## config.mk

```make
export PLATFORM = sky130hd
export DESIGN_NAME = agu_top
export DESIGN_NICKNAME = d
export VERILOG_FILES = /design/src/verilog/mem_pkg.sv /design/src/verilog/agu_pkg.sv /design/src/verilog/agu_exec_if.sv /design/src/verilog/agu_op_if.sv /design/src/verilog/agu_decode.sv /design/src/verilog/agu_execute.sv /design/src/verilog/agu_result.sv /design/src/verilog/agu_top.sv
export VERILOG_INCLUDE_DIRS = /design/src /design/src/include
export SDC_FILE = /design/constraint.sdc
export NUM_CORES = 1
export LEC_CHECK = 0
export CORE_AREA = 2 2 175 177
export DETAILED_ROUTE_END_ITERATION = 12
export DIE_AREA = 0 0 177 179
export DONT_BUFFER_PORTS = 1
export GPL_ROUTABILITY_DRIVEN = 0
export HOLD_SLACK_MARGIN = 0.15
export PLACE_DENSITY = 0.52
export SYNTH_ARGS = -nofsm -noshare
export SYNTH_HDL_FRONTEND = slang
export SYNTH_SLANG_ARGS = --single-unit
```

## constraint.sdc

```tcl
create_clock -name clk -period 5.4 [get_ports clk]
set_input_delay 0.54 -clock clk [delete_from_list [all_inputs] [get_ports clk]]
set_output_delay 0.54 -clock clk [all_outputs]
set_load 0.01 [all_outputs]
```

## src/include/agu_macros.svh

```systemverilog
// AGU widths; only XLEN 32 with four byte lanes is supported by the lane and mask logic
`ifndef AGU_MACROS_SVH
`define AGU_MACROS_SVH

// Data word width
`define AGU_XLEN 32

// Address width, equal to XLEN
`define AGU_ADDR_W 32

// Bytes per data word
`define AGU_LANES 4

`endif

```

## src/verilog/mem_pkg.sv

```systemverilog
// Memory-side types; size codes follow the bus size field and stay within 2 bits
package mem_pkg;

  // Access size on the command bus
  typedef enum logic [1:0] {
    size_byte = 2'b00,
    size_half = 2'b01,
    size_word = 2'b10
  } mem_size_t;

  // AMO read-modify-write sequence
  typedef enum logic [2:0] {
    st_idle        = 3'd0,
    // Locked read issued, waiting for its response
    st_first       = 3'd1,
    // Write data ready, waiting for the bus to take it
    st_wait_second = 3'd2,
    // Write issued, waiting for its response
    st_second      = 3'd3,
    st_alu         = 3'd4,
    st_ready       = 3'd5,
    // Old value held for commit
    st_wbck        = 3'd6
  } amo_state_t;

endpackage
```

## src/verilog/agu_pkg.sv

```systemverilog
// Instruction-side types; the info word is 6 bits and its body has two views by kind
package agu_pkg;

  // Memory instruction class
  typedef enum logic [1:0] {
    kind_load  = 2'd0,
    kind_store = 2'd1,
    kind_amo   = 2'd2
  } agu_kind_t;

  // AMO operations
  typedef enum logic [3:0] {
    amo_swap = 4'd0,
    amo_add  = 4'd1,
    amo_and  = 4'd2,
    amo_or   = 4'd3,
    amo_xor  = 4'd4,
    amo_max  = 4'd5,
    amo_min  = 4'd6,
    amo_maxu = 4'd7,
    amo_minu = 4'd8
  } amo_op_t;

  // Load/store view of the body
  typedef struct packed {
    logic               rsvd;
    mem_pkg::mem_size_t size;
    logic               usign;
  } ls_fields_t;

  // Body bits, read as ls for loads and stores and as amo for AMOs
  typedef union packed {
    ls_fields_t ls;
    amo_op_t    amo;
  } agu_body_u;

  typedef struct packed {
    agu_kind_t kind;
    agu_body_u body;
  } agu_info_t;

endpackage

```

## src/verilog/agu_exec_if.sv

```systemverilog
// Execute to result link; buffers hold only one AMO at a time
`timescale 1ns/1ps
`include "agu_macros.svh"

interface agu_exec_if;
  import mem_pkg::*;

  // Combinational address path
  logic [`AGU_ADDR_W-1:0] addr;
  logic                   misalgn;
  // Registered AMO sequence
  amo_state_t             state;
  logic [`AGU_XLEN-1:0]   rdbuf;
  logic [`AGU_XLEN-1:0]   newbuf;
  logic                   buserr;
  // Handshake events back from result
  logic                   cmd_fire;
  logic                   issue_fire;

  modport exec (
    output addr, misalgn, state, rdbuf, newbuf, buserr,
    input  cmd_fire, issue_fire
  );

  modport result (
    input  addr, misalgn, state, rdbuf, newbuf, buserr,
    output cmd_fire, issue_fire
  );

endinterface

```

## src/verilog/agu_op_if.sv

```systemverilog
// Decoded operation; every field follows the issue inputs and must stay stable until in_ready
`timescale 1ns/1ps
`include "agu_macros.svh"

interface agu_op_if;
  import mem_pkg::*;
  import agu_pkg::*;

  // Operation class
  logic                 is_load;
  logic                 is_store;
  logic                 is_amo;
  // Access attributes
  mem_size_t            size;
  logic                 usign;
  amo_op_t              amo_op;
  // Address operands and store source
  logic [`AGU_XLEN-1:0] base;
  logic [`AGU_XLEN-1:0] offset;
  logic [`AGU_XLEN-1:0] rs2;

  modport decode (
    output is_load, is_store, is_amo, size, usign, amo_op, base, offset, rs2
  );

  modport exec (input is_amo, size, amo_op, base, offset, rs2);

  modport result (input is_load, is_store, is_amo, size, usign, rs2);

endinterface

```

## src/verilog/agu_decode.sv

```systemverilog
// Purely combinational; the reserved kind code decodes to no load, store or AMO
`timescale 1ns/1ps
`include "agu_macros.svh"

module agu_decode (
  input  agu_pkg::agu_info_t   info,
  input  logic [`AGU_XLEN-1:0] rs1,
  input  logic [`AGU_XLEN-1:0] rs2,
  input  logic [`AGU_XLEN-1:0] imm,
  agu_op_if.decode             op
);
  import agu_pkg::*;
  import mem_pkg::*;

  // Class from the kind field
  assign op.is_load  = (info.kind == kind_load);
  assign op.is_store = (info.kind == kind_store);
  assign op.is_amo   = (info.kind == kind_amo);

  // Body read in the view the kind selects
  always_comb begin
    if (op.is_amo) begin
      // AMO is always a full signed word
      op.size   = size_word;
      op.usign  = 1'b0;
      op.amo_op = info.body.amo;
    end else begin
      op.size   = info.body.ls.size;
      op.usign  = info.body.ls.usign;
      // Unused for loads and stores
      op.amo_op = amo_swap;
    end
  end

  assign op.base   = rs1;
  // AMO address is rs1 with no offset
  assign op.offset = op.is_amo ? '0 : imm;
  assign op.rs2    = rs2;

endmodule

```

## src/verilog/agu_execute.sv

```systemverilog
// Responses must return in command order; one AMO in flight, older responses are skipped
`timescale 1ns/1ps
`include "agu_macros.svh"

module agu_execute (
  input  logic                 clk,
  input  logic                 rst_n,
  agu_op_if.exec               op,
  agu_exec_if.exec             ex,
  input  logic                 in_valid,
  input  logic                 rsp_valid,
  input  logic                 rsp_err,
  input  logic [`AGU_XLEN-1:0] rsp_rdata
);
  import agu_pkg::*;
  import mem_pkg::*;

  amo_state_t           state_r;
  amo_state_t           state_nxt;
  logic [`AGU_XLEN-1:0] sum;
  logic [`AGU_XLEN-1:0] alu_res;
  logic [`AGU_XLEN-1:0] rdbuf_r;
  logic [`AGU_XLEN-1:0] newbuf_r;
  logic                 err_r;
  logic [3:0]           pend_r;
  logic                 amo_start;
  logic                 rsp_amo;
  logic                 lt_s;
  logic                 lt_u;

  //////////////////////////////
  // Address and alignment
  //////////////////////////////
  assign sum     = op.base + op.offset;
  assign ex.addr = sum[`AGU_ADDR_W-1:0];

  always_comb begin
    case (op.size)
      size_half: ex.misalgn = ex.addr[0];
      size_word: ex.misalgn = |ex.addr[1:0];
      default:   ex.misalgn = 1'b0;
    endcase
  end

  // Outstanding bus responses
  // The AMO response is the last one pending
  always_ff @(posedge clk or negedge rst_n) begin
    if (!rst_n) begin
      pend_r <= '0;
    end else if (ex.cmd_fire != rsp_valid) begin
      pend_r <= ex.cmd_fire ? pend_r + 4'd1 : pend_r - 4'd1;
    end
  end

  assign rsp_amo   = rsp_valid & (pend_r == 4'd1);
  // Locked read accepted for an aligned AMO
  assign amo_start = in_valid & op.is_amo & ~ex.misalgn & ex.cmd_fire;

  //////////////////////////////
  // AMO sequence
  //////////////////////////////
  always_comb begin
    state_nxt = state_r;
    case (state_r)
      st_idle:        if (amo_start) state_nxt = st_first;
      st_first:       if (rsp_amo) state_nxt = st_alu;
      // ALU result captured in one cycle
      st_alu:         state_nxt = st_ready;
      st_ready:       state_nxt = st_wait_second;
      st_wait_second: if (ex.cmd_fire) state_nxt = st_second;
      st_second:      if (rsp_amo) state_nxt = st_wbck;
      // Leave once commit takes the AMO
      st_wbck:        if (ex.issue_fire) state_nxt = st_idle;
      default:        state_nxt = st_idle;
    endcase
  end

  always_ff @(posedge clk or negedge rst_n) begin
    if (!rst_n) begin
      state_r  <= st_idle;
      rdbuf_r  <= '0;
      newbuf_r <= '0;
      err_r    <= 1'b0;
    end else begin
      state_r <= state_nxt;
      // Old memory value and read error
      if (state_r == st_first && rsp_amo) begin
        rdbuf_r <= rsp_rdata;
        err_r   <= rsp_err;
      end
      // Write error merged into the same bit
      if (state_r == st_second && rsp_amo) begin
        err_r <= err_r | rsp_err;
      end
      if (state_r == st_alu) begin
        newbuf_r <= alu_res;
      end
    end
  end

  //////////////////////////////
  // AMO ALU
  //////////////////////////////
  assign lt_s = $signed(rdbuf_r) < $signed(op.rs2);
  assign lt_u = rdbuf_r < op.rs2;

  always_comb begin
    case (op.amo_op)
      amo_add:  alu_res = rdbuf_r + op.rs2;
      amo_and:  alu_res = rdbuf_r & op.rs2;
      amo_or:   alu_res = rdbuf_r | op.rs2;
      amo_xor:  alu_res = rdbuf_r ^ op.rs2;
      amo_max:  alu_res = lt_s ? op.rs2 : rdbuf_r;
      amo_min:  alu_res = lt_s ? rdbuf_r : op.rs2;
      amo_maxu: alu_res = lt_u ? op.rs2 : rdbuf_r;
      amo_minu: alu_res = lt_u ? rdbuf_r : op.rs2;
      // Swap writes rs2 as is
      default:  alu_res = op.rs2;
    endcase
  end

  assign ex.state  = state_r;
  assign ex.rdbuf  = rdbuf_r;
  assign ex.newbuf = newbuf_r;
  assign ex.buserr = err_r;

endmodule

```

## src/verilog/agu_result.sv

```systemverilog
// Combinational only; byte lanes assume four lanes and issue fields held until in_ready
`timescale 1ns/1ps
`include "agu_macros.svh"

module agu_result (
  agu_op_if.result               op,
  agu_exec_if.result             ex,
  input  logic                   in_valid,
  output logic                   in_ready,
  input  logic                   out_ready,
  input  logic                   cmd_ready,
  output logic                   out_valid,
  output logic                   cmd_valid,
  output logic                   cmd_read,
  output logic                   cmd_lock,
  output logic                   cmd_usign,
  output logic [`AGU_ADDR_W-1:0] cmd_addr,
  output mem_pkg::mem_size_t     cmd_size,
  output logic [`AGU_XLEN-1:0]   cmd_wdata,
  output logic [`AGU_LANES-1:0]  cmd_wmask,
  output logic [`AGU_XLEN-1:0]   out_wdat,
  output logic [`AGU_ADDR_W-1:0] out_badaddr,
  output logic                   out_err,
  output logic                   out_misalgn,
  output logic                   out_ld,
  output logic                   out_stamo,
  output logic                   out_buserr
);
  import mem_pkg::*;

  localparam logic [`AGU_LANES-1:0] mask_b = 1;
  localparam logic [`AGU_LANES-1:0] mask_h = 3;
  localparam logic [`AGU_LANES-1:0] mask_w = '1;

  logic                  is_idle;
  logic                  is_wait2;
  logic                  is_wbck;
  logic                  any_op;
  logic                  misalgn_op;
  logic                  algn_ldst;
  logic                  algn_amo;
  logic [`AGU_XLEN-1:0]  st_wdata;
  logic [`AGU_LANES-1:0] st_wmask;

  assign is_idle    = (ex.state == st_idle);
  assign is_wait2   = (ex.state == st_wait_second);
  assign is_wbck    = (ex.state == st_wbck);
  assign any_op     = op.is_load | op.is_store | op.is_amo;
  assign misalgn_op = any_op & ex.misalgn;
  assign algn_ldst  = (op.is_load | op.is_store) & ~ex.misalgn;
  assign algn_amo   = op.is_amo & ~ex.misalgn;

  //////////////////////////////
  // Handshakes
  //////////////////////////////
  // Aligned load/store goes to bus and commit in the same cycle
  assign cmd_valid = (algn_ldst & in_valid & out_ready)
                   | (algn_amo & ((is_idle & in_valid & out_ready) | is_wait2));
  // Misaligned ops commit at once without a bus command
  assign out_valid = (in_valid & ((algn_ldst & cmd_ready) | misalgn_op))
                   | (algn_amo & is_wbck);
  // AMO retires only from wbck
  assign in_ready  = algn_amo   ? (is_wbck & out_ready) :
                     misalgn_op ? out_ready : (cmd_ready & out_ready);

  assign ex.cmd_fire   = cmd_valid & cmd_ready;
  assign ex.issue_fire = in_valid & in_ready & algn_amo;

  //////////////////////////////
  // Bus command
  //////////////////////////////
  // Read for loads and the first AMO step, locked for the AMO read
  assign cmd_read  = op.is_load | (op.is_amo & is_idle);
  assign cmd_lock  = algn_amo & is_idle;
  assign cmd_usign = op.usign;
  assign cmd_addr  = ex.addr;
  assign cmd_size  = op.size;

  // Store data copied to every lane of its size
  always_comb begin
    case (op.size)
      size_byte: begin
        st_wdata = {(`AGU_LANES){op.rs2[7:0]}};
        st_wmask = mask_b << ex.addr[1:0];
      end
      size_half: begin
        st_wdata = {(`AGU_LANES / 2){op.rs2[15:0]}};
        st_wmask = mask_h << {ex.addr[1], 1'b0};
      end
      default: begin
        st_wdata = op.rs2;
        st_wmask = mask_w;
      end
    endcase
  end

  // AMO write carries the ALU result
  // No bytes written after a read error
  assign cmd_wdata = op.is_amo ? ex.newbuf : st_wdata;
  assign cmd_wmask = op.is_amo ? (ex.buserr ? '0 : mask_w) : st_wmask;

  // Commit flags
  assign out_wdat    = algn_amo ? ex.rdbuf : '0;
  assign out_badaddr = ex.addr;
  assign out_misalgn = misalgn_op;
  assign out_buserr  = algn_amo & ex.buserr;
  assign out_err     = out_buserr | out_misalgn;
  assign out_ld      = op.is_load;
  assign out_stamo   = op.is_store | op.is_amo;

endmodule

```

## src/verilog/agu_top.sv

```systemverilog
// Plain-port AGU; inputs held until in_ready, bus responses in order, response always taken
`timescale 1ns/1ps
`include "agu_macros.svh"

module agu_top (
  input  logic                   clk,
  input  logic                   rst_n,
  // Issue side
  input  logic                   in_valid,
  output logic                   in_ready,
  input  logic [`AGU_XLEN-1:0]   in_rs1,
  input  logic [`AGU_XLEN-1:0]   in_rs2,
  input  logic [`AGU_XLEN-1:0]   in_imm,
  input  agu_pkg::agu_info_t     in_info,
  // Commit side
  output logic                   out_valid,
  input  logic                   out_ready,
  output logic [`AGU_XLEN-1:0]   out_wdat,
  output logic                   out_err,
  output logic                   out_misalgn,
  output logic                   out_ld,
  output logic                   out_stamo,
  output logic                   out_buserr,
  output logic [`AGU_ADDR_W-1:0] out_badaddr,
  // Memory command
  output logic                   cmd_valid,
  input  logic                   cmd_ready,
  output logic [`AGU_ADDR_W-1:0] cmd_addr,
  output logic                   cmd_read,
  output logic [`AGU_XLEN-1:0]   cmd_wdata,
  output logic [`AGU_LANES-1:0]  cmd_wmask,
  output logic                   cmd_lock,
  output mem_pkg::mem_size_t     cmd_size,
  output logic                   cmd_usign,
  // Memory response
  input  logic                   rsp_valid,
  input  logic                   rsp_err,
  input  logic [`AGU_XLEN-1:0]   rsp_rdata
);

  agu_op_if   op_bus ();
  agu_exec_if ex_bus ();

  agu_decode agu_decode_i (
    .info (in_info),
    .rs1  (in_rs1),
    .rs2  (in_rs2),
    .imm  (in_imm),
    .op   (op_bus)
  );

  // Remaining ports match top-level names
  agu_execute agu_execute_i (.op(op_bus), .ex(ex_bus), .*);

  agu_result agu_result_i (.op(op_bus), .ex(ex_bus), .*);

endmodule

```

### Word level (Yosys, flattened, before mapping)

Index checks and enable logic that the tools add are counted.

| word-level totals | value |
|---|---|
| word-level logic and storage cells | 110 |
| flip-flop bits (word level) | 72 |
| bits of input ports | 141 |

| cells by class | value |
|---|---|
| shifts and indexed selects | 2 |
| equal/unequal tests | 25 |
| bitwise operators | 37 |
| add/subtract/negate cells | 4 |
| $lt $le $gt $ge | 2 |
| reduce and logical (&&, ||, !) cells | 8 |
| muxes and demuxes | 27 |

Operator list:

| cell | count |
|---|---|
| $pmux 32 s8 | 1 |
| $mux 32 | 7 |
| $add 32x32->32 | 2 |
| $lt 32x32->1 | 2 |
| $pmux 32 s2 | 1 |
| $and 32x32->32 | 1 |
| $or 32x32->32 | 1 |
| $xor 32x32->32 | 1 |
| $and 1x1->1 | 23 |
| $pmux 3 s7 | 1 |
| $eq 4x3->1 const B | 4 |
| $mux 4 | 4 |
| $mux 3 | 5 |
| $or 1x1->1 | 10 |
| $eq 3x3->1 const B | 3 |
| $eq 4x1->1 const B | 2 |
| $eq 4x2->1 const B | 2 |
| $pmux 4 s2 | 1 |
| $eq 3x2->1 const B | 2 |
| $ne 2x2->1 const B | 3 |
| $mux 1 | 5 |
| $reduce_and 5->1 | 1 |
| $add 4x1->4 const B | 1 |
| $eq 2x1->1 const B | 2 |
| 16 further kinds | 20 |

### Longest topological paths before layout

| depth | value |
|---|---|
| depth after elaboration | 14 |
| depth in mapped cells | 19 |

### By module

A second synthesis with hierarchy kept.

| unflattened totals | value |
|---|---|
| cells, all modules | 1460 |
| area, all modules | 11054.4 um^2 |

Modules (own cells, without submodules):

| module | seq. area each (um^2) | area an instance (um^2) | cells each | instances |
|---|---|---|---|---|
| agu_execute | 1801.7 | 8595.7 | 1115 | 1 |
| agu_result | 0.0 | 1624.1 | 235 | 1 |
| agu_decode | 0.0 | 834.6 | 110 | 1 |

### Worst setup path before layout

Ideal clock, no wire load.

| timing path | value |
|---|---|
| path kind | input-to-output |
| start point | input in_info[4] in the netlist's numbering |
| end point | output out_badaddr[30] |
| path slack | 743 ps |
| arrival time | 4117 ps |
| stages on the path | 18 |
| required time | 4860 ps |
| path through | inv_1 > ha_1 > clkbuf_1 > clkbuf_1 > clkbuf_1 > nor2b_1 > ha_1 > clkbuf_1 > a211oi_1 > nor2_1 > a311oi_1 > a31oi_1 > a41o_1 > o41a_1 > a21bo_2 > a21oi_1 > xnor2_1 > buf_4 |

| on the way | value |
|---|---|
| longest elaborated chain between the ends | 3 |

Ends and longest elaborated chain:

| element | RTL line | RTL |
|---|---|---|
| start, declared | agu_top.sv:14 | `input agu_pkg::agu_info_t in_info,` |
| $eq 2x2->1 | agu_decode.sv:18 | `assign op.is_amo = (info.kind == kind_amo);` |
| $mux 32 | agu_decode.sv:37 | `assign op.offset = op.is_amo ? '0 : imm;` |
| $add 32x32->32 | agu_execute.sv:34 | `assign sum = op.base + op.offset;` |
| end, declared | agu_top.sv:24 | `` output logic [`AGU_ADDR_W-1:0] out_badaddr, `` |

Every way passes these cells.

### Worst setup path in the final report

| timing path | value |
|---|---|
| start point | input in_info[4] in the netlist's numbering |
| end point | output cmd_addr[30] |

| on the way | value |
|---|---|
| longest elaborated chain between the ends | 3 |

Ends and longest elaborated chain:

| element | RTL line | RTL |
|---|---|---|
| $eq 2x2->1 | agu_decode.sv:18 |  |
| $mux 32 | agu_decode.sv:37 |  |
| $add 32x32->32 | agu_execute.sv:34 |  |
| end, declared | agu_top.sv:28 | `` output logic [`AGU_ADDR_W-1:0] cmd_addr, `` |

Every way passes these cells.

==> flow_summary.yaml <==
outcome:
  outcome: "complete, no violations"
place:
  hpwlAfterDp_mm: 29.58
  dp_cells: 1669
  pre_cts_slack_ps: 996.1
  port_buffers: 0
die:
  coreArea_sq_mm: 0.03003
  dieHeight_um: 179
  fp.dieW_um: 177
  fp-row-count: 64
  die_area_sq_mm: 0.03168
  initial_utilization: 0.3419
  io_pins: 286
power_and_ir_drop:
  p_per_area_mw_per_mm2: 371.2
  switchingPower_mw: 1.972
  pwr-share-clk: 0.158
  power_switching_share: 0.4965
  irDropWorstVdd_mv: 0.1849
  power.total_mw: 3.971
  internal_power_mw: 1.999
  power_frac_seq: 0.267
  combPwrFrac: 0.575
  p_leak_nw: 4.770
layout:
  final_cells: 1690
  num-nets-final: 1566
  utilization: 0.3563
  mostFrequentLayoutCells: "ha_1 (136), nand2_1 (127), a21oi_1 (109)"
  syn_to_final_growth_pct: 4.217
  drive_gt1_frac: 0.04884
  mostFrequentLayoutCell: "ha_1"
critical_path:
  worst-setup-path-type: "primary input to output pin"
  endpoint_kind: "output pin"
  required_ps: 4860
  critPathArrivalTime_ps: 3770
  startpoint_type: "primary input"
  worst-path-max-fanout: 28
  cpPeakStageDelay_ps: 370
  path_cells: "inv_1 -> ha_4 -> nor2b_1 -> ha_1 -> inv_1 -> fa_1 -> nand2b_1 -> a21oi_1 -> o211ai_1 -> a31oi_1 -> a41o_1 -> o41a_1 -> a21bo_2 -> a21oi_1 -> xnor2_1"
  crit_slowest_cell: "o41a_1"
grt:
  grt_pass1_vias: 9477
  grt_antenna_before_repair: 4
  grt_overflow_total: 0
  grt_max_degree: 103
  grt_first_pass_wirelength_mm: 57.60
  grtUsageTotal: 0.2396
timing:
  fin_crit_ps: 4309
  slew_headroom: 0.3616
  final.setup.worst_slack_ps: 1091
  finalHoldViolCount: 0
  rsz0062_at_grt: "no"
  setup_tns_ps: 0
  worst_slew_pin_slew_ps: 955.3
  skew_ps: 8.874
  finalSetupViolCount: 0
  period_share: 0.7980
  fmax_ghz: 0.2321
  slew_violations: 0
routing:
  ant_nets: 0
  wl_per_cell_um: 22.97
  first_pass_iters: 6
  drcViolationCount: 0
  vias: 10099
  viasPerCell: 5.976
  drtIter0Drc: 814
  postRouteWirelength_mm: 38.82
clock_tree:
  cts-root-buf: "clkbuf_16"
  cts_buffers: 9
  clk_pin_slew_ps: 60
  ctsHtreeMaxLevel: 3
  clk_path_buf_depth: 2
  cts_resized: 0
  cts_sinks: 72
  tritoncts: "done"
  clk_latency_ps: 360
yosys:
  yosys_warnings: 0
  syn_avg_cell_area_sq_um: 7.494
  async_reset_ff_frac: 1.000
  synth_cell_types: 82
  synth_fp_nets: 1650
  yosysSeqAreaShare: 0.1755
  netlist_area_sq_mm: 0.01027
  synthFlopType: "dfrtp_1"
  ys_seq_elements: 72
  synth_edf_count: 0
  synthesis.instances: 1370
hold_path:
  min_path_type: "primary input to flip-flop"
job:
  drv_cap: 0
power by group through the flow:
stage	logic [mW]	registers [mW]	clock network (mW)
floorplan	1.86	0.959	0
global placement	2.23	1.06	0
detailed placement	2.24	1.07	0
CTS	2.27	1.06	0.641
global route	2.55	1.10	0.663
finish	2.28	1.06	0.626
timing repair:
item,in CTS,in global routing
setup buffers,0,0
endpoints found under the hold margin,72,0
hold buffers,2,0
flip-flops by register name (all words and copies together), names as in the netlist:
name	cells
agu_execute_i.ex.rdbuf	32
agu_execute_i.ex.newbuf	32
agu_execute_i.ex.state	3
agu_execute_i.pend_r	4
agu_execute_i.ex.buserr	1
cells in the mapped netlist, types with 4 or more instances:
cell | instances | area, sq um
a211o_1 | 9 | 78.83
a211oi_1 | 16 | 120.1
a21boi_0 | 5 | 37.54
a21o_1 | 22 | 165.2
a21oi_1 | 109 | 545.5
a221o_1 | 24 | 240.2
a221oi_1 | 22 | 192.7
a22oi_1 | 24 | 180.2
a311oi_1 | 10 | 87.58
a31oi_1 | 9 | 56.30
and2_1 | 6 | 37.54
and3_1 | 44 | 275.3
buf_1 | 5 | 18.77
buf_2 | 14 | 70.07
buf_4 | 32 | 240.2
clkbuf_1 | 63 | 236.5
dfrtp_1 | 72 | 1802
ha_1 | 137 | 1714
inv_1 | 98 | 367.9
mux2i_1 | 8 | 80.08
nand2_1 | 127 | 476.7
nand2b_1 | 15 | 93.84
nand3_1 | 18 | 90.09
nand4_1 | 8 | 50.05
nor2_1 | 109 | 409.1
nor2b_1 | 47 | 294.0
nor3_1 | 14 | 70.07
nor4_1 | 7 | 43.79
o2111ai_1 | 6 | 52.55
o211a_1 | 4 | 40.04
o211ai_1 | 20 | 150.1
o21a_1 | 9 | 67.56
o21ai_0 | 107 | 535.5
o21bai_1 | 8 | 60.06
o22ai_1 | 13 | 81.33
o31ai_1 | 7 | 52.55
xnor2_1 | 33 | 289.0
xor2_1 | 15 | 131.4
metal layers:
layer	global-route usage	vias to the layer above	routed length, um
li1	-	4761	-
met1	0.2886	4799	15590
met2	0.4013	467	18430
met3	0.05852	72	3432
met4	0.1119	0	1368
met5	0	-	0
kinds of logic (layout without fill, tap and decap cells):
group,count (synthesis),in the layout,synth area share
and+or+nand+nor,420,420,0.2007
DFF,72,72,0.1755
adders and majority gates,139,139,0.1709
AOI/OAI and AO/OA,462,462,0.3053
xor gates and xnor gates,48,48,0.04095
muxes,11,11,0.01133
other,0,4,0
buffers and inverters,218,138,0.09542
final timing paths:
| path | start | to | slack (ps) | cells past startpoint |
|---|---|---|---|---|
| min reg2reg | agu_execute_i.pend_r[3] | agu_execute_i.pend_r[3] | 480 | 1 |
| max in group asynchronous | rst_n | agu_execute_i.ex.newbuf[21] | 4290 | 2 |
| max reg2reg | agu_execute_i.ex.rdbuf[30] | agu_execute_i.ex.newbuf[6] | 1450 | 12 |
| min in group asynchronous | rst_n | agu_execute_i.ex.newbuf[18] | 700 | 2 |
| min | rsp_rdata[3] | agu_execute_i.ex.rdbuf[3] | 290 | 2 |
| max | in_info[4] | cmd_addr[30] | 1090 | 15 |
metrics by stage:
stage | hold slack (ps) | area (sq um)
floorplan | 244.4 | 10270
global placement | 248.5 | 10360
detailed placement | 248.4 | 10360
CTS | 282.9 | 10690
global route | 296.3 | 10700
finish | 292.1 | 10700
worst max-delay path, delay by kind of cell:
family,cells,cell delay (ps)
fa+ha+maj,3,790
xor+xnor,1,280
buf+inv,2,180
compound gates,7,1730
simple gates,2,230
area by class of cell:
class                      count  area [sq um]
antenna                        4         10.01
clock buffer                  11         242.7
clock inverter                 4         45.04
fill                        3229         19330
inverter                     100         375.4
multi-input combinational   1080          7522
sequential                    72          1802
tap                          396         495.5
timing repair buffer          23         207.7
Power figures use the tool's default switching activity.
